**src/source/pagerank_params.svh**
```systemverilog
`ifndef PAGERANK_PARAMS_SVH
`define PAGERANK_PARAMS_SVH

// cluster size and unit tag width
`define NUM_CU 4
`define CU_ID_BITS 2

// data widths
`define VERTEX_ID_BITS 16
`define DEGREE_BITS 8
`define RANK_BITS 32

// queue depths
`define VERTEX_FIFO_DEPTH 16
`define CU_FIFO_DEPTH 16

// most reads one unit may have unanswered
`define CU_MAX_OUTSTANDING 8

`endif
```
**src/source/pagerank_pkg.sv**
```systemverilog
`include "pagerank_params.svh"

package pagerank_pkg;

	////////////////////////////////////////////////////////////
	// which array a read command targets
	////////////////////////////////////////////////////////////

	typedef enum logic [0:0] {
		EDGE_ARRAY_DEST = 1'b0,
		GRAPH_DATA      = 1'b1
	} struct_kind_t;

	////////////////////////////////////////////////////////////
	// job, command, response and result lines
	////////////////////////////////////////////////////////////

	typedef struct packed {
		logic                       valid;
		logic [`VERTEX_ID_BITS-1:0] vertex_id;
		logic [`VERTEX_ID_BITS-1:0] edge_offset;
		logic [`DEGREE_BITS-1:0]    degree;
	} vertex_job_t;

	typedef struct packed {
		logic                       valid;
		logic [`CU_ID_BITS-1:0]     cu_id;
		struct_kind_t               kind;
		logic [`VERTEX_ID_BITS-1:0] address;
	} read_cmd_t;

	// data is a neighbor id for edge reads, a contribution for graph reads
	typedef struct packed {
		logic                   valid;
		logic [`CU_ID_BITS-1:0] cu_id;
		struct_kind_t           kind;
		logic [`RANK_BITS-1:0]  data;
	} read_resp_t;

	typedef struct packed {
		logic                       valid;
		logic [`VERTEX_ID_BITS-1:0] vertex_id;
		logic [`RANK_BITS-1:0]      sum;
	} vertex_result_t;

	// queue levels
	typedef struct packed {
		logic full;
		logic alfull;
		logic empty;
		logic valid;
	} buffer_status_t;

endpackage

```
**src/source/vertex_job_dispatch.sv**
```systemverilog
`include "pagerank_params.svh"

module vertex_job_dispatch (
	input  logic                      clock,
	input  logic                      rstn,
	input  pagerank_pkg::vertex_job_t vertex_in,
	output logic                      vertex_alfull,
	input  logic [`NUM_CU-1:0]        cu_idle,
	output pagerank_pkg::vertex_job_t cu_job [`NUM_CU]
);

	import pagerank_pkg::*;

	vertex_job_t            job_head;
	buffer_status_t         job_status;
	logic                   job_pop;
	logic                   pick_found;
	logic [`CU_ID_BITS-1:0] pick_cu;
	logic [`CU_ID_BITS-1:0] pick_idx;
	logic [`CU_ID_BITS-1:0] rr_ptr;
	logic [`CU_ID_BITS-1:0] sel_cu;

	sync_fifo #(
		.T    (vertex_job_t),
		.DEPTH(`VERTEX_FIFO_DEPTH)
	) job_fifo (
		.clock   (clock),
		.rstn    (rstn),
		.push    (vertex_in.valid),
		.data_in (vertex_in),
		.pop     (job_pop),
		.data_out(job_head),
		.status  (job_status)
	);

	assign vertex_alfull = job_status.alfull;

	// first idle unit at or after the pointer
	always_comb begin
		pick_found = 1'b0;
		pick_cu    = '0;
		pick_idx   = '0;
		for (int k = 0; k < `NUM_CU; k++) begin
			pick_idx = `CU_ID_BITS'((int'(rr_ptr) + k) % `NUM_CU);
			if (!pick_found && cu_idle[pick_idx]) begin
				pick_found = 1'b1;
				pick_cu    = pick_idx;
			end
		end
	end

	assign job_pop = !job_status.empty && pick_found;

	always_ff @(posedge clock or negedge rstn) begin
		if (!rstn) begin
			rr_ptr <= '0;
			sel_cu <= '0;
		end else if (job_pop) begin
			sel_cu <= pick_cu;
			rr_ptr <= (pick_cu == `CU_ID_BITS'(`NUM_CU - 1)) ? '0 : pick_cu + 1'b1;
		end
	end

	// popped head lands on the unit chosen at pop time
	always_comb begin
		for (int i = 0; i < `NUM_CU; i++) begin
			cu_job[i] = (job_head.valid && sel_cu == `CU_ID_BITS'(i)) ? job_head : '0;
		end
	end

endmodule

```
**src/source/sync_fifo.sv**
```systemverilog
module sync_fifo #(
	parameter type T     = logic,
	parameter int  DEPTH = 16
) (
	input  logic                         clock,
	input  logic                         rstn,
	input  logic                         push,
	input  T                             data_in,
	input  logic                         pop,
	output T                             data_out,
	output pagerank_pkg::buffer_status_t status
);

	localparam int PTR_BITS = (DEPTH > 1) ? $clog2(DEPTH) : 1;
	localparam int CNT_BITS = $clog2(DEPTH + 1);

	T                    mem [DEPTH];
	logic [PTR_BITS-1:0] wr_ptr;
	logic [PTR_BITS-1:0] rd_ptr;
	logic [CNT_BITS-1:0] count;
	logic                do_push;
	logic                do_pop;
	logic                head_valid;

	function automatic logic [PTR_BITS-1:0] next_ptr(input logic [PTR_BITS-1:0] ptr);
		return (ptr == PTR_BITS'(DEPTH - 1)) ? '0 : ptr + 1'b1;
	endfunction

	// full pushes and empty pops are dropped
	assign do_push = push && (count != CNT_BITS'(DEPTH));
	assign do_pop  = pop && (count != '0);

	always_ff @(posedge clock) begin
		if (do_push) begin
			mem[wr_ptr] <= data_in;
		end
	end

	always_ff @(posedge clock or negedge rstn) begin
		if (!rstn) begin
			wr_ptr <= '0;
			rd_ptr <= '0;
			count  <= '0;
		end else begin
			if (do_push) begin
				wr_ptr <= next_ptr(wr_ptr);
			end
			if (do_pop) begin
				rd_ptr <= next_ptr(rd_ptr);
			end
			case ({do_push, do_pop})
				2'b10:   count <= count + 1'b1;
				2'b01:   count <= count - 1'b1;
				default: count <= count;
			endcase
		end
	end

	// head register is zero between pops, so a struct valid bit reads as a strobe
	always_ff @(posedge clock or negedge rstn) begin
		if (!rstn) begin
			data_out   <= '0;
			head_valid <= 1'b0;
		end else begin
			data_out   <= do_pop ? mem[rd_ptr] : '0;
			head_valid <= do_pop;
		end
	end

	always_comb begin
		status.full   = (count == CNT_BITS'(DEPTH));
		status.alfull = (int'(count) >= DEPTH - 4);
		status.empty  = (count == '0);
		status.valid  = head_valid;
	end

endmodule

```
**config.mk**
```make
export PLATFORM = sky130hd
export DESIGN_NAME = vertex_job_dispatch
export DESIGN_NICKNAME = d
export VERILOG_FILES = /design/src/source/pagerank_pkg.sv /design/src/source/vertex_job_dispatch.sv /design/src/source/sync_fifo.sv
export VERILOG_INCLUDE_DIRS = /design/src /design/src/source
export SDC_FILE = /design/constraint.sdc
export NUM_CORES = 1
export LEC_CHECK = 0
export ABC_AREA = 0
export BUFFER_PORTS_ARGS = -buffer_cell sky130_fd_sc_hd__buf_2
export CORE_ASPECT_RATIO = 0.9
export CORE_MARGIN = 5
export CORE_UTILIZATION = 35
export DETAILED_ROUTE_END_ITERATION = 16
export PLACE_DENSITY = 0.47
export SLEW_MARGIN = 40
export SYNTH_ARGS = -nofsm -noshare
export SYNTH_HDL_FRONTEND = slang
export SYNTH_SLANG_ARGS = --single-unit
```
**constraint.sdc**
```tcl
create_clock -name clock -period 5.1 [get_ports clock]
set_input_delay 0.765 -clock clock [delete_from_list [all_inputs] [get_ports clock]]
set_output_delay 0.765 -clock clock [all_outputs]
set_load 0.05 [all_outputs]
```
Word level (Yosys, flattened, before mapping)
Memories as Yosys holds them, arrays and structs flattened. Index checks and enable logic that the tools add are counted.

Add/sub/neg operators: 8. Magnitude comparators: 5. Equality and inequality tests: 9. Mux-type cells: 27. Reduce and logical (&&, ||, !) cells: 18.

Operators by type and width (count): 41-bit 2-to-1 mux (5); 2-bit by 3-bit < comparator with 1-bit output (second input constant) (4); 1-bit logical AND (10); 1-bit 2-to-1 mux (10); 2-bit 2-to-1 mux (5); 5-bit case mux with 2 select lines (1); 4-bit by 1-bit adder with 4-bit output (second input constant) (2); 1-bit binary-select mux with 2-bit select (4); 2-bit equality test (second input constant) (4); 4-bit equality test (second input constant) (2); 4-bit 2-to-1 mux (2); 5-bit by 1-bit adder with 5-bit output (second input constant) (1); 5-bit by 4-bit greater-or-equal comparator with 1-bit output (second input constant) (1); 5-bit zero test (1); 5-bit inequality test (second input constant) (1); 5-bit nonzero test (1); 5-bit by 1-bit subtractor with 5-bit output (second input constant) (1); 2-bit by 1-bit adder with 2-bit output (second input constant) (2); 2-bit adder (second input constant) (2); 2-bit by 1-bit equality test with 1-bit output (second input constant) (2); 1-bit zero test (4); 2-bit zero test (1); 2-bit nonzero test (1).

Register bits: 58. Memory bits (writable): 656. Input bits: 47. Output and inout bits: 165. Logic and storage cells: 77. Memories: 1.

Memories: job_fifo.mem (words 16, bits a word 41, read ports 1, clocked after memory_dff 0, write ports 1, RTL line sync_fifo.sv:17) `T mem [DEPTH];`.

Longest topological paths before layout
Depth after elaboration: 16. Gate-level depth with buffers: 12. Depth with buffers taken out: 11.

Hierarchy
Synthesis repeated with hierarchy kept, for this count alone.

Cells, all modules: 1421. Area, all modules: 28527.4 um^2.

By module, submodules not included: sync_fifo (times used 1, cells an instance 1208, area an instance 27128.5 um^2, seq. area each 21075.2 um^2); vertex_job_dispatch (times used 1, cells an instance 213, area an instance 1398.8 um^2, seq. area each 100.1 um^2).

Worst setup path before layout
No wires, ideal clock.

Path kind: in2reg. From: in vertex_in[40] (netlist bit). To: mem job_fifo.mem[3][0] (netlist bit), enable pin. Library setup time: 0.490 ns. Arrival time: 4.063 ns. Path slack: 0.547 ns. Cell stages on the path: 3. Path buffers: 0. Cells stage by stage: a21boi_2 > nand2_1 > nor3_1.

Word-level cells in the longest chain between the ends: 3.

RTL lines: start, declared (RTL line vertex_job_dispatch.sv:6) `input pagerank_pkg::vertex_job_t vertex_in,`; 1-bit logical AND (RTL line sync_fifo.sv:30) `assign do_push = push && (count != CNT_BITS'(DEPTH));`; 1-bit 2-to-1 mux (RTL line sync_fifo.sv:34) `if (do_push) begin`; 1-bit 2-to-1 mux (not written as such) (RTL line sync_fifo.sv:35) `mem[wr_ptr] <= data_in;`; end, declared (RTL line sync_fifo.sv:17).

Every way passes these cells.

==> impl_metrics.py <==
metrics = {
    "synth": {
        "synth_seq_cells": 714,
        "synthArstFlopShare": 0.08123,
        "synthesis.area_um2": 28960,
        "synth_top_area_frac": 0.6801,
        "yosysUniqueCellTypes": 44,
        "yosys.area.top_type": "edfxtp_1",
        "synth_edf_count": 656,
        "synthFlopType": "edfxtp_1",
        "yosys-top-cells-area": "edfxtp_1, mux4_1, dfrtp_1",
        "ys_seq_area_frac": 0.7303,
        "syn_area_per_cell_um2": 18.73,
        "syn_inst": 1546,
        "yosys_warnings": 0,
        "syn_nets": 1602,
    },
    "timing": {
        "tightestPinTransition_ns": 0.8226,
        "slew-limit-headroom": 0.4516,
        "timing.hold.ws_ns": 0.1864,
        "rsz0062_at_grt": "false",
        "finalSetupViolations": 0,
        "fin_setup_tns_ns": 0,
        "slew_violations": 0,
        "min_period_ns": 3.202,
        "max_freq_mhz": 312.3,
        "clock_skew_ns": 0.02458,
        "finalHoldViolCount": 0,
        "fin_crit_sh": 0.6278,
    },
    "cells_and_area": {
        "nets": 1854,
        "syn_to_final_growth_pct": 17.93,
        "drive_above_1_share": 0.2877,
    },
    "detailed_routing": {
        "drtIter0Drc": 818,
        "wire_per_inst_um": 24.74,
        "postRouteAntennaNets": 0,
        "drcViolationCount": 0,
        "drt-total-wl_um": 72600,
        "drt_pass1_iterations": 4,
        "detail_route.vias_per_cell": 5.023,
        "num_vias": 14742,
    },
    "cts": {
        "cts_tree": "done",
        "cts_root_buf": "clkbuf_16",
        "cts_made_buffers": 78,
        "cts.sinks": 714,
        "clk_latency_ns": 0.60,
        "hold_buffers": 0,
        "htree_levels": 3,
        "cts.repair.resized": 0,
        "cts_setup_buffers": 0,
        "clockBufferDepth": 3,
        "clkTransAtPathRegs_ns": 0.06,
    },
    "die": {
        "std_cell_rows": 100,
        "die_w_um": 313.2,
        "die_y_um": 282.9,
        "dieArea_um2": 88610,
        "start_util": 0.3513,
        "core_um2": 82450,
        "ioPinCount": 212,
    },
    "setup_path": {
        "critPathLaunchType": "flop",
        "reg2reg_to": "job_fifo.mem[15][13]",
        "r2r-start": "job_fifo.count[2]",
        "critical_path_class": "flop to output port",
        "critPathMaxFanout": 28,
        "cp_data_arrival_time_ns": 2.44,
        "regToRegSetupSlack_ns": 2.16,
        "cp-end-kind": "output port",
        "reg2regPathDepth": 5,
        "cp-startpoint": "sel_cu[0]",
        "cp_data_required_time_ns": 4.34,
    },
    "grt": {
        "grt_pass1_vias": 15802,
        "grt_max_degree": 59,
        "antenna_found_initial": 4,
        "grt_first_pass_wirelength_um": 106700,
        "grt_usage": 0.1614,
        "grt-ovfl-total": 0,
    },
    "placement": {
        "dpl.hpwl_um": 44120,
        "place_congestion": 0.7556,
        "portBuffers": 211,
    },
    "worst_hold_path": {
        "hold_path.class": "input pin to async pin",
    },
    "run": {
        "maxCapViolCount": 0,
    },
    "power_and_ir_drop": {
        "p_per_area_nw_per_um2": 597.4,
        "leakagePower_nw": 12.25,
        "ir_worst_vdd_mv": 0.3065,
    },
    "run_status": {
        "status": "finished, final reports clean",
    },
}
## layer usage
layer | wire [um] | global-route usage
met1 | 31350 | 0.2084
met3 | 2536 | 0.02433
met4 | 1660 | 0.04157
met2 | 37060 | 0.2862
met5 | 0 | 0
## placed cells by master (no fill, tap or decap), types with 3 or more instances in the layout
| cell | count |
|---|---|
| a21oi_1 | 6 |
| a221oi_1 | 40 |
| and2_1 | 160 |
| buf_12 | 4 |
| buf_2 | 212 |
| buf_4 | 43 |
| bufinv_16 | 8 |
| clkbuf_1 | 28 |
| clkbuf_16 | 81 |
| clkbuf_8 | 10 |
| clkinv_1 | 6 |
| clkinv_2 | 6 |
| dfrtp_1 | 54 |
| dfrtp_4 | 3 |
| edfxtp_1 | 656 |
| ha_1 | 9 |
| inv_1 | 9 |
| mux2_2 | 122 |
| mux2i_1 | 122 |
| mux4_1 | 76 |
| mux4_2 | 8 |
| nand2_1 | 24 |
| nand3_1 | 4 |
| nor2_1 | 47 |
| nor2_4 | 14 |
| nor2b_1 | 4 |
| nor3_2 | 4 |
| o21ai_0 | 9 |
| o22ai_1 | 41 |
| xnor2_1 | 5 |
| xor2_1 | 4 |
## Yosys cell counts (all sizes together) (2+ instances only)
| library cell | instances |
|---|---|
| clkbuf | 40 |
| a21o | 3 |
| edfxtp | 656 |
| inv | 9 |
| mux2 | 122 |
| xnor2 | 5 |
| dfrtp | 58 |
| o21ai | 9 |
| a311oi | 2 |
| nand3 | 4 |
| and2 | 160 |
| nor3b | 3 |
| mux2i | 122 |
| nor2b | 5 |
| o22ai | 41 |
| mux4 | 84 |
| buf | 51 |
| a21oi | 6 |
| nor2 | 61 |
| nand2b | 3 |
| xor2 | 4 |
| nand2 | 25 |
| ha | 9 |
| nor3 | 6 |
| a22oi | 2 |
| a221oi | 40 |
| nor4 | 3 |
## power breakdown
part           switching, W  internal, W
Clock               0.00225      0.00348
Combinational       0.00449      0.00253
Sequential         0.000480      0.00717
Total               0.00722       0.0132
## cell families after synthesis
family,count (synthesis),synth area share
DFF,714,0.7303
muxes,328,0.1648
and+or+nand+nor,273,0.05137
AOI/OAI and AO/OA,113,0.02838
buffers and inverters,100,0.01862
xor gates and xnor gates,9,0.002721
adders and majority gates,9,0.003888
## critical path, cell delays in order, from the launching register on
cell	delay (ns)
dfrtp_1	0.42
nand2_1	0.11
nor2_4	0.39
buf_4	0.42
and2_1	0.18
buf_2	0.26
## sequential cells by signal (all words and copies together) (netlist names), named ones only
name	count
job_fifo.count	5
job_fifo.data_out	41
job_fifo.mem	656
job_fifo.rd_ptr	4
job_fifo.wr_ptr	4
rr_ptr	1
sel_cu	2
## metrics by stage
step,area [um2],worst slack (ns),instances,power (W),util
floorplan,28960,0.5468,1546,0.01259,-
global placement,31380,1.623,2782,0.01483,0.3805
detailed placement,31500,1.581,2788,0.01495,0.3820
CTS,34130,1.735,2933,0.02075,0.4139
global route,34150,1.632,2934,0.02138,0.4142
finish,34160,1.898,2935,0.02041,0.4142
## how the worst max path moves through the flow
stage / to / slack (ns) / cells after the start
finish: cu_job[83] / 1.90 / 5
CTS: cu_job[83] / 1.74 / 5
floorplan: job_fifo.mem[3][0] / 0.55 / 3
detailed placement: job_fifo.mem[15][19] / 1.58 / 5
global route: cu_job[86] / 1.63 / 5
global placement: job_fifo.mem[15][19] / 1.62 / 5
## cell type report
cell class,count,area (um2)
Antenna cell,1,2.502
Clock buffer,119,2270
Clock inverter,26,359.1
Fill cell,7282,48300
Inverter,9,33.78
Multi-Input combinational cell,732,7442
Sequential cell,714,21160
Tap cell,1071,1340
Timing Repair Buffer,263,1545
(Power assumes the default switching activity.)
