### config.mk
export PLATFORM = sky130hd
export DESIGN_NAME = cu_vertex_pagerank
export DESIGN_NICKNAME = d
export VERILOG_FILES = /design/src/source/pagerank_pkg.sv /design/src/source/cu_vertex_pagerank.sv /design/src/source/cu_edge_job_control.sv /design/src/source/sync_fifo.sv
export VERILOG_INCLUDE_DIRS = /design/src /design/src/source
export SDC_FILE = /design/constraint.sdc
export NUM_CORES = 1
export LEC_CHECK = 0
export BUFFER_PORTS_ARGS = -buffer_cell sky130_fd_sc_hd__buf_2
export CAP_MARGIN = 15
export CORE_AREA = 2 2 214 216
export DETAILED_ROUTE_END_ITERATION = 10
export DIE_AREA = 0 0 216 218
export SYNTH_ARGS = -nofsm -noshare
export SYNTH_HDL_FRONTEND = slang
export SYNTH_SLANG_ARGS = --single-unit
### constraint.sdc
create_clock -name clock -period 2.75 [get_ports clock]
set_input_delay 0.4125 -clock clock [delete_from_list [all_inputs] [get_ports clock]]
set_output_delay 0.4125 -clock clock [all_outputs]
set_load 0.05 [all_outputs]
### src/source/pagerank_params.svh
`ifndef PAGERANK_PARAMS_SVH
`define PAGERANK_PARAMS_SVH

// cluster size and unit tag width
`define NUM_CU 4
`define CU_ID_BITS 2

// data widths
`define VERTEX_ID_BITS 16
`define DEGREE_BITS 8
`define RANK_BITS 32

// queue depths
`define VERTEX_FIFO_DEPTH 16
`define CU_FIFO_DEPTH 16

// most reads one unit may have unanswered
`define CU_MAX_OUTSTANDING 8

`endif
### src/source/pagerank_pkg.sv
`include "pagerank_params.svh"

package pagerank_pkg;

	////////////////////////////////////////////////////////////
	// which array a read command targets
	////////////////////////////////////////////////////////////

	typedef enum logic [0:0] {
		EDGE_ARRAY_DEST = 1'b0,
		GRAPH_DATA      = 1'b1
	} struct_kind_t;

	////////////////////////////////////////////////////////////
	// job, command, response and result lines
	////////////////////////////////////////////////////////////

	typedef struct packed {
		logic                       valid;
		logic [`VERTEX_ID_BITS-1:0] vertex_id;
		logic [`VERTEX_ID_BITS-1:0] edge_offset;
		logic [`DEGREE_BITS-1:0]    degree;
	} vertex_job_t;

	typedef struct packed {
		logic                       valid;
		logic [`CU_ID_BITS-1:0]     cu_id;
		struct_kind_t               kind;
		logic [`VERTEX_ID_BITS-1:0] address;
	} read_cmd_t;

	// data is a neighbor id for edge reads, a contribution for graph reads
	typedef struct packed {
		logic                   valid;
		logic [`CU_ID_BITS-1:0] cu_id;
		struct_kind_t           kind;
		logic [`RANK_BITS-1:0]  data;
	} read_resp_t;

	typedef struct packed {
		logic                       valid;
		logic [`VERTEX_ID_BITS-1:0] vertex_id;
		logic [`RANK_BITS-1:0]      sum;
	} vertex_result_t;

	// queue levels
	typedef struct packed {
		logic full;
		logic alfull;
		logic empty;
		logic valid;
	} buffer_status_t;

endpackage

### src/source/cu_vertex_pagerank.sv
`include "pagerank_params.svh"

module cu_vertex_pagerank #(
	parameter int CU_ID = 0
) (
	input  logic                         clock,
	input  logic                         rstn,
	input  pagerank_pkg::vertex_job_t    vertex_job,
	output logic                         cu_idle,
	input  pagerank_pkg::read_resp_t     resp_in,
	input  pagerank_pkg::buffer_status_t cmd_buffer_status,
	output pagerank_pkg::read_cmd_t      cmd_out,
	output pagerank_pkg::vertex_result_t result_out
);

	import pagerank_pkg::*;

	localparam int OUT_BITS = $clog2(`CU_MAX_OUTSTANDING + 1);

	logic                       busy;
	logic                       start;
	logic [`VERTEX_ID_BITS-1:0] vertex_id_q;
	logic [`DEGREE_BITS-1:0]    degree_q;
	logic [`RANK_BITS-1:0]      sum_q;
	logic [`DEGREE_BITS-1:0]    done_cnt;
	logic [OUT_BITS-1:0]        outstanding;
	logic                       hold;
	logic                       edge_stall;
	logic                       edge_take;
	logic                       nb_push;
	logic                       nb_pop;
	read_resp_t                 nb_head;
	buffer_status_t             nb_status;
	read_cmd_t                  edge_cmd;
	logic [`DEGREE_BITS-1:0]    edges_issued;
	logic                       vertex_done;

	assign start   = vertex_job.valid && !busy;
	assign cu_idle = !busy && !vertex_job.valid;

	cu_edge_job_control #(
		.CU_ID(CU_ID)
	) edge_ctrl (
		.clock       (clock),
		.rstn        (rstn),
		.job         (vertex_job),
		.start       (start),
		.cmd_stall   (edge_stall),
		.edge_cmd    (edge_cmd),
		.edges_issued(edges_issued)
	);

	////////////////////////////////////////////////////////////
	// neighbor ids waiting for their graph read
	////////////////////////////////////////////////////////////

	assign nb_push = resp_in.valid && (resp_in.kind == EDGE_ARRAY_DEST);

	sync_fifo #(
		.T    (read_resp_t),
		.DEPTH(`CU_FIFO_DEPTH)
	) nb_fifo (
		.clock   (clock),
		.rstn    (rstn),
		.push    (nb_push),
		.data_in (resp_in),
		.pop     (nb_pop),
		.data_out(nb_head),
		.status  (nb_status)
	);

	// a read counts as outstanding from the cycle it is committed
	assign hold       = cmd_buffer_status.alfull ||
		(outstanding >= OUT_BITS'(`CU_MAX_OUTSTANDING));
	assign nb_pop     = !nb_status.empty && !hold;
	// edge reads only when no neighbor is queued or in flight to cmd_out
	assign edge_stall = hold || !nb_status.empty || nb_head.valid;
	assign edge_take  = edge_cmd.valid && !edge_stall;

	always_ff @(posedge clock or negedge rstn) begin
		if (!rstn) begin
			outstanding <= '0;
		end else begin
			case ({nb_pop || edge_take, resp_in.valid})
				2'b10:   outstanding <= outstanding + 1'b1;
				2'b01:   outstanding <= outstanding - 1'b1;
				default: outstanding <= outstanding;
			endcase
		end
	end

	always_ff @(posedge clock or negedge rstn) begin
		if (!rstn) begin
			cmd_out <= '0;
		end else if (nb_head.valid) begin
			cmd_out <= '{valid: 1'b1, cu_id: `CU_ID_BITS'(CU_ID), kind: GRAPH_DATA,
				address: nb_head.data[`VERTEX_ID_BITS-1:0]};
		end else if (edge_take) begin
			cmd_out <= edge_cmd;
		end else begin
			cmd_out <= '0;
		end
	end

	////////////////////////////////////////////////////////////
	// accumulate and finish
	////////////////////////////////////////////////////////////

	// also covers degree zero on the cycle after start
	assign vertex_done = busy && (done_cnt == degree_q) && (edges_issued == degree_q);

	always_ff @(posedge clock) begin
		if (start) begin
			vertex_id_q <= vertex_job.vertex_id;
			degree_q    <= vertex_job.degree;
		end
	end

	always_ff @(posedge clock or negedge rstn) begin
		if (!rstn) begin
			busy     <= 1'b0;
			sum_q    <= '0;
			done_cnt <= '0;
		end else if (start) begin
			busy     <= 1'b1;
			sum_q    <= '0;
			done_cnt <= '0;
		end else begin
			if (resp_in.valid && resp_in.kind == GRAPH_DATA) begin
				sum_q    <= sum_q + resp_in.data;
				done_cnt <= done_cnt + 1'b1;
			end
			if (vertex_done) begin
				busy <= 1'b0;
			end
		end
	end

	always_ff @(posedge clock or negedge rstn) begin
		if (!rstn) begin
			result_out <= '0;
		end else if (vertex_done) begin
			result_out <= '{valid: 1'b1, vertex_id: vertex_id_q, sum: sum_q};
		end else begin
			result_out <= '0;
		end
	end

endmodule

### src/source/cu_edge_job_control.sv
`include "pagerank_params.svh"

module cu_edge_job_control #(
	parameter int CU_ID = 0
) (
	input  logic                       clock,
	input  logic                       rstn,
	input  pagerank_pkg::vertex_job_t  job,
	input  logic                       start,
	input  logic                       cmd_stall,
	output pagerank_pkg::read_cmd_t    edge_cmd,
	output logic [`DEGREE_BITS-1:0]    edges_issued
);

	import pagerank_pkg::*;

	logic [`VERTEX_ID_BITS-1:0] offset_q;
	logic [`DEGREE_BITS-1:0]    degree_q;
	logic                       edge_take;

	////////////////////////////////////////////////////////////
	// edge read offer for the current index
	////////////////////////////////////////////////////////////

	always_comb begin
		edge_cmd.valid   = (edges_issued != degree_q);
		edge_cmd.cu_id   = `CU_ID_BITS'(CU_ID);
		edge_cmd.kind    = EDGE_ARRAY_DEST;
		edge_cmd.address = offset_q + `VERTEX_ID_BITS'(edges_issued);
	end

	// offer taken unless the unit holds it back
	assign edge_take = edge_cmd.valid && !cmd_stall;

	////////////////////////////////////////////////////////////
	// per vertex index
	////////////////////////////////////////////////////////////

	always_ff @(posedge clock or negedge rstn) begin
		if (!rstn) begin
			offset_q     <= '0;
			degree_q     <= '0;
			edges_issued <= '0;
		end else if (start) begin
			offset_q     <= job.edge_offset;
			degree_q     <= job.degree;
			edges_issued <= '0;
		end else if (edge_take) begin
			edges_issued <= edges_issued + 1'b1;
		end
	end

endmodule

### src/source/sync_fifo.sv
module sync_fifo #(
	parameter type T     = logic,
	parameter int  DEPTH = 16
) (
	input  logic                         clock,
	input  logic                         rstn,
	input  logic                         push,
	input  T                             data_in,
	input  logic                         pop,
	output T                             data_out,
	output pagerank_pkg::buffer_status_t status
);

	localparam int PTR_BITS = (DEPTH > 1) ? $clog2(DEPTH) : 1;
	localparam int CNT_BITS = $clog2(DEPTH + 1);

	T                    mem [DEPTH];
	logic [PTR_BITS-1:0] wr_ptr;
	logic [PTR_BITS-1:0] rd_ptr;
	logic [CNT_BITS-1:0] count;
	logic                do_push;
	logic                do_pop;
	logic                head_valid;

	function automatic logic [PTR_BITS-1:0] next_ptr(input logic [PTR_BITS-1:0] ptr);
		return (ptr == PTR_BITS'(DEPTH - 1)) ? '0 : ptr + 1'b1;
	endfunction

	// full pushes and empty pops are dropped
	assign do_push = push && (count != CNT_BITS'(DEPTH));
	assign do_pop  = pop && (count != '0);

	always_ff @(posedge clock) begin
		if (do_push) begin
			mem[wr_ptr] <= data_in;
		end
	end

	always_ff @(posedge clock or negedge rstn) begin
		if (!rstn) begin
			wr_ptr <= '0;
			rd_ptr <= '0;
			count  <= '0;
		end else begin
			if (do_push) begin
				wr_ptr <= next_ptr(wr_ptr);
			end
			if (do_pop) begin
				rd_ptr <= next_ptr(rd_ptr);
			end
			case ({do_push, do_pop})
				2'b10:   count <= count + 1'b1;
				2'b01:   count <= count - 1'b1;
				default: count <= count;
			endcase
		end
	end

	// head register is zero between pops, so a struct valid bit reads as a strobe
	always_ff @(posedge clock or negedge rstn) begin
		if (!rstn) begin
			data_out   <= '0;
			head_valid <= 1'b0;
		end else begin
			data_out   <= do_pop ? mem[rd_ptr] : '0;
			head_valid <= do_pop;
		end
	end

	always_comb begin
		status.full   = (count == CNT_BITS'(DEPTH));
		status.alfull = (int'(count) >= DEPTH - 4);
		status.empty  = (count == '0);
		status.valid  = head_valid;
	end

endmodule

Word level (Yosys, flattened, before mapping) --
Memory sizes are Yosys's and may differ from the RTL's. Cells that the tools add are included.
Word-level totals: word-level logic and storage cells 88, input bits 83, output and inout port bits 70, register bits 200, memory bits (writable) 576, memories 1
Memory list:
- nb_fifo.mem | depth 16, width 36, rd ports 1, clocked after memory_dff 0, write ports 1, line sync_fifo.sv:17 | T mem [DEPTH];
Cells by class: bitwise operators 1, $add $sub $neg 10, $lt $le $gt $ge 1, muxes and demuxes 18, reductions and logical operators 26, equality and inequality tests 10
Operator list (count):
- 32-bit 2-to-1 mux | 2
- 49-bit 2-to-1 mux | 1
- 20-bit 2-to-1 mux | 2
- 36-bit 2-to-1 mux | 1
- 32-bit adder | 1
- 8-bit 2-to-1 mux | 4
- 16-bit by 8-bit adder with 16-bit output | 1
- 8-bit by 1-bit adder with 8-bit output (second input constant) | 2
- 8-bit == test | 2
- 4-bit by 1-bit adder with 4-bit output (second input constant) | 3
- 1-bit logical AND | 10
- 5-bit one-hot mux with 2 select lines | 1
- 2-bit nonzero test | 5
- 4-bit == test (second input constant) | 2
- 4-bit 2-to-1 mux | 2
- 8-bit inequality test | 1
- 4-bit one-hot mux with 2 select lines | 1
- 5-bit by 1-bit adder with 5-bit output (second input constant) | 1
- 1-bit logical NOT | 5
- 5-bit logical NOT | 1
- 5-bit inequality test (second input constant) | 1
- 5-bit nonzero test | 1
- 5-bit by 1-bit subtractor with 5-bit output (second input constant) | 1
- 2-bit by 1-bit == test with 1-bit output (second input constant) | 2
- 6 further kinds | 13

Depth between registers and ports, before layout --
word-level depth 9, depth in mapped cells 14, gate-level depth less buffers 13

By module --
From an unflattened synthesis, not the netlist that was laid out.
Unflattened totals: cell total of the unflattened synthesis 1874, area, all modules 32235.9 µm²
By module, submodules not included:
- sync_fifo | area each 23392.4 µm², cells an instance 1038, instances 1
- cu_vertex_pagerank | area each 6780.3 µm², cells an instance 645, instances 1
- cu_edge_job_control | area each 2063.2 µm², cells an instance 191, instances 1

Worst setup path before layout --
No wires, ideal clock.
kind input-to-reg, start input resp_in[0] (netlist bit), end register sum_q[28], buffers on the path 0, data arrival time 2.632 ns, stages on the path 10, setup slack -0.019 ns, required time 2.614 ns, cells stage by stage ha_1 fa_1 a21o_2 a311oi_2 nor4b_4 nor4_1 o41ai_2 o31ai_1 mux2i_1 a21oi_1
On the way: cells in the longest elaborated chain, start to end 3
Ends and longest elaborated chain:
- start, declared | line cu_vertex_pagerank.sv:10 | input pagerank_pkg::read_resp_t resp_in,
- 32-bit adder | line cu_vertex_pagerank.sv:130 | sum_q <= sum_q + resp_in.data;
- 32-bit 2-to-1 mux | line cu_vertex_pagerank.sv:129 | if (resp_in.valid && resp_in.kind == GRAPH_DATA) begin
- 32-bit 2-to-1 mux | line cu_vertex_pagerank.sv:124 | end else if (start) begin
- end signal, assigned | line cu_vertex_pagerank.sv:130
- end, declared | line cu_vertex_pagerank.sv:24 | logic [`RANK_BITS-1:0] sum_q;
Every way passes these cells. The select of a mux whose other input is x is not followed. A chain may end at the register's enable or synchronous reset.

Final worst setup path --
start register sum_q[0], end register sum_q[28]
On the way: cells in the longest elaborated chain, start to end 3
Ends and longest elaborated chain (line):
- 32-bit adder | cu_vertex_pagerank.sv:130
- 32-bit 2-to-1 mux | cu_vertex_pagerank.sv:129
- 32-bit 2-to-1 mux | cu_vertex_pagerank.sv:124
Every way passes these cells. The select of a mux whose other input is x is not followed.

==> flow_summary_export.csv <==
group,metric,value,unit
clocking,htreeDepth,2,
finish,area_growth,23.2,%
worst_setup_path,crit_path_end_kind,"flop",
synthesis,yosysTopAreaCell,"edfxtp_1",
routing,dr.pass1.iters,5,
hold_path,holdPathStages,3,
clocking,insertion_delay,610,ps
hold_path,hp-class,"in2reg",
floorplan,initial_core_util,44.5,%
sta,fmax,0.352,GHz
sta,hold_slack,31.9,ps
sta,slew_headroom,62.4,%
placement,dp_hpwl,30200,um
pwr,ir_drop,529,uV
pwr,internal-power,16000,uW
worst_setup_path,start_kind,"flop",
floorplan,ios,153,
placement,portBuffers,145,
synthesis,synth_edf_count,296,
sta,finalSetupViolations,7,
sta,period_minus_slack,2840,ps
finish,ff_latch_area,13200,sq um
sta,tightest_slew,563,ps
synthesis,syn_area_per_cell,14.8,sq um
floorplan,die_w,216,um
floorplan,core-area,44900,sq um
synthesis,yosys-top-cells-area,"edfxtp_1, dfrtp_1, mux4_2",
routing,totalWireLength,46500,um
routing,ant_nets,0,
synthesis,synth_top_area_share,44.5,%
routing,via_count,12100,
floorplan,row_count,78,
pwr,power_frac_seq,38.6,%
routing,vias_per_cell,5.24,
sta,fin_skew,27.2,ps
sta,hold_violations,0,
sta,grt_setup_unrepaired,"yes",
finish,final_area,24600,sq um
synthesis,yosysWarnings,0,
synthesis,netlist_area,20000,sq um
pwr,swShare,31.3,%
synthesis,syn_inst,1346,
pwr,p_leak,0.00995,uW
routing,drcViolationCount,0,
clocking,cts.path.max_buffers,3,
synthesis,ys_types,65,
pwr,power_frac_comb,32.9,%
global_route,grt_max_degree,68,
clocking,cts_buffers,49,
synthesis,synthArstFlopShare,37.0,%
global_route,grt_pass1_wl,71500,um
clocking,clkSlewWorstSetupHoldPaths,60,ps
pwr,p_switching,7250,uW
global_route,antenna_found_initial,4,
outcome,outcome,"complete, but fails checks",
worst_setup_path,cp_max_fo,2,
sta,final_max_slew_viol_count,0,
global_route,grt.overflow.total,0,
routing,wl_per_cell,20.1,um
finish,nNetsFinal,1804,
outcome,violations,"setup timing",
worst_setup_path,cp_data_required_time,3220,ps
floorplan,die_h,218,um
clocking,cts-root-buf,"clkbuf_16",
routing,first_iter_violations,960,
finish,drive_above_1_share,28.8,%
pwr,power_density,943,nW/um^2
global_route,grt_usage,20.0,%
worst_setup_path,cp.arrival,3310,ps
placement,place_ws,-509,ps
flow_run,cap_violations,0,
pwr,clock_power_share,28.5,%
synthesis,ys.flop_type,"edfxtp_1",
finish,multiInputGateArea,6640,sq um
global_route,grt_pass1_vias,12100,
floorplan,die_area,47100,sq um
finish,final_util,54.8,%
clocking,clock-sinks,470,
synthesis,synth-seq-area-share,66.3,%
worst_setup_path,reg2regPathDepth,11,
finish,num-fill-cells,3706,
synthesis,ys_ff_latch,470,
sta,finalCritPeriodShare,103,%
placement,gp_congestion,0.871,
sta,setup_tns,-371,ps
clocking,cts_tree,"built",
sta,post-route-worst-setup-slack,-92.2,ps
placement,placed_cell_area,22400,sq um
worst_setup_path,path_class,"reg2reg",
## area by class of cell
type                       count  area share, %
inverter                      23          0.351
timing repair buffer         324           9.18
sequential                   470           53.8
clock buffer                  73           5.60
antenna                        2         0.0203
multi-input combinational    797           27.0
clock inverter                19          0.987
tap                          600           3.05
## critical path, stage by stage, from the launching register on
cell	delay, ps
dfrtp_1	410
ha_4	180
fa_2	340
a21o_4	230
a311oi_4	350
nor4b_4	100
nor4_2	320
buf_4	180
o41ai_4	70
o31ai_2	240
mux2i_1	220
a21oi_1	80
## metal layers
metal  track usage [%]  part of all wire (%)
met1              28.4                    46
met2              32.3                    48
met3              3.26                   4.4
met4              5.62                   2.3
met5                 0                     0
## synth_stat cells, drive strengths merged (2+ instances only)
cell,number
a21o,15
edfxtp,296
nor2b,2
nor4,4
nor2,49
nand3,14
o21ai,56
nor4b,2
and3,14
clkbuf,44
or3,6
ha,53
fa,3
inv,23
o31ai,5
o211ai,5
xnor2,31
dfrtp,174
o41ai,3
o21bai,6
nand2b,5
o22ai,3
nand4,11
o311ai,2
mux4,85
nor3,17
a21oi,70
nor3b,4
or4,3
o21a,3
mux2,3
and2,84
a211oi,8
a22o,8
buf,13
a31oi,6
nand2,160
or2,2
nand3b,2
a21boi,3
a221o,2
a311oi,2
xor2,36
## layout by cell type (no fill, tap or decap), types with 6 or more instances in the layout
cell	n
inv_1	22
a21o_1	13
and3_1	14
ha_1	49
clkbuf_16	50
buf_4	135
nand4_1	11
clkbuf_1	19
nand3_1	14
nor3_1	15
buf_12	7
a21oi_1	65
dfrtp_1	172
edfxtp_1	296
o21bai_1	6
mux4_2	85
and2_1	84
clkinv_2	9
o21ai_0	52
dlygate4sd3_1	36
xor2_1	36
nand2_1	160
buf_2	144
nor2_1	48
xnor2_1	31
a22o_1	8
or3_1	6
## repair_timing
action                     in CTS  in global routing
pin swaps                       8                 25
hold endpoints to repair       89                  0
setup buffers                   4                  3
hold buffers                   36                  0
gates resized for setup        11                 28
setup endpoints to repair       5                 23
## metrics by stage
stage	instances	total power [uW]
6_report	2308	23200
5_1_grt	2308	24500
4_1_cts	2303	23200
3_5_place_dp	2171	16400
3_3_place_gp	2171	16300
2_1_floorplan	1347	13800
## flip-flops by register name, indices dropped and copies added, names as in the netlist, 16 cells and up
signal	cells
vertex_id_q	16
edge_ctrl.offset_q	16
nb_fifo.data_out	17
nb_fifo.mem	272
sum_q	32
cmd_out	18
result_out	49
## worst paths after layout
check / startpoint / endpoint / slack, ps
max in group asynchronous: rstn / outstanding[0]$_DFFE_PN0P_ / 1630
setup reg to reg: sum_q[0]$_DFFE_PN0P_ / sum_q[28]$_DFFE_PN0P_ / -90
hold reg to reg: vertex_id_q[7]$_DFFE_PP_ / result_out[39]$_DFF_PN0_ / 440
hold / removal: vertex_job[18] / edge_ctrl.offset_q[10]$_DFFE_PN0P_ / 30
setup / recovery: sum_q[0]$_DFFE_PN0P_ / sum_q[28]$_DFFE_PN0P_ / -90
min in group asynchronous: rstn / sum_q[4]$_DFFE_PN0P_ / 330
## cell families (layout without fill, tap and decap cells)
group	count (synthesis)	count (layout)	synth area share, %
flip-flops	470	470	66.3
XOR/XNOR	67	67	2.94
AND/OR/NAND/NOR	380	380	9.32
adder cells (fa/ha/maj)	56	56	3.62
buffers and inverters	80	439	1.60
multiplexers	89	89	9.81
AO/OA/AOI/OAI	203	203	6.37
other	1	4	0.0188
## power groups by stage
stage	sequential (uW)	combinational [uW]	clock (uW)
after floorplan	8990	4780	0
after global placement	9070	7190	0
after detailed placement	9090	7280	0
after CTS	8960	7480	6790
after global routing	9080	8330	7080
final	8960	7630	6620
Note: power is estimated with default switching activity, not from simulation.
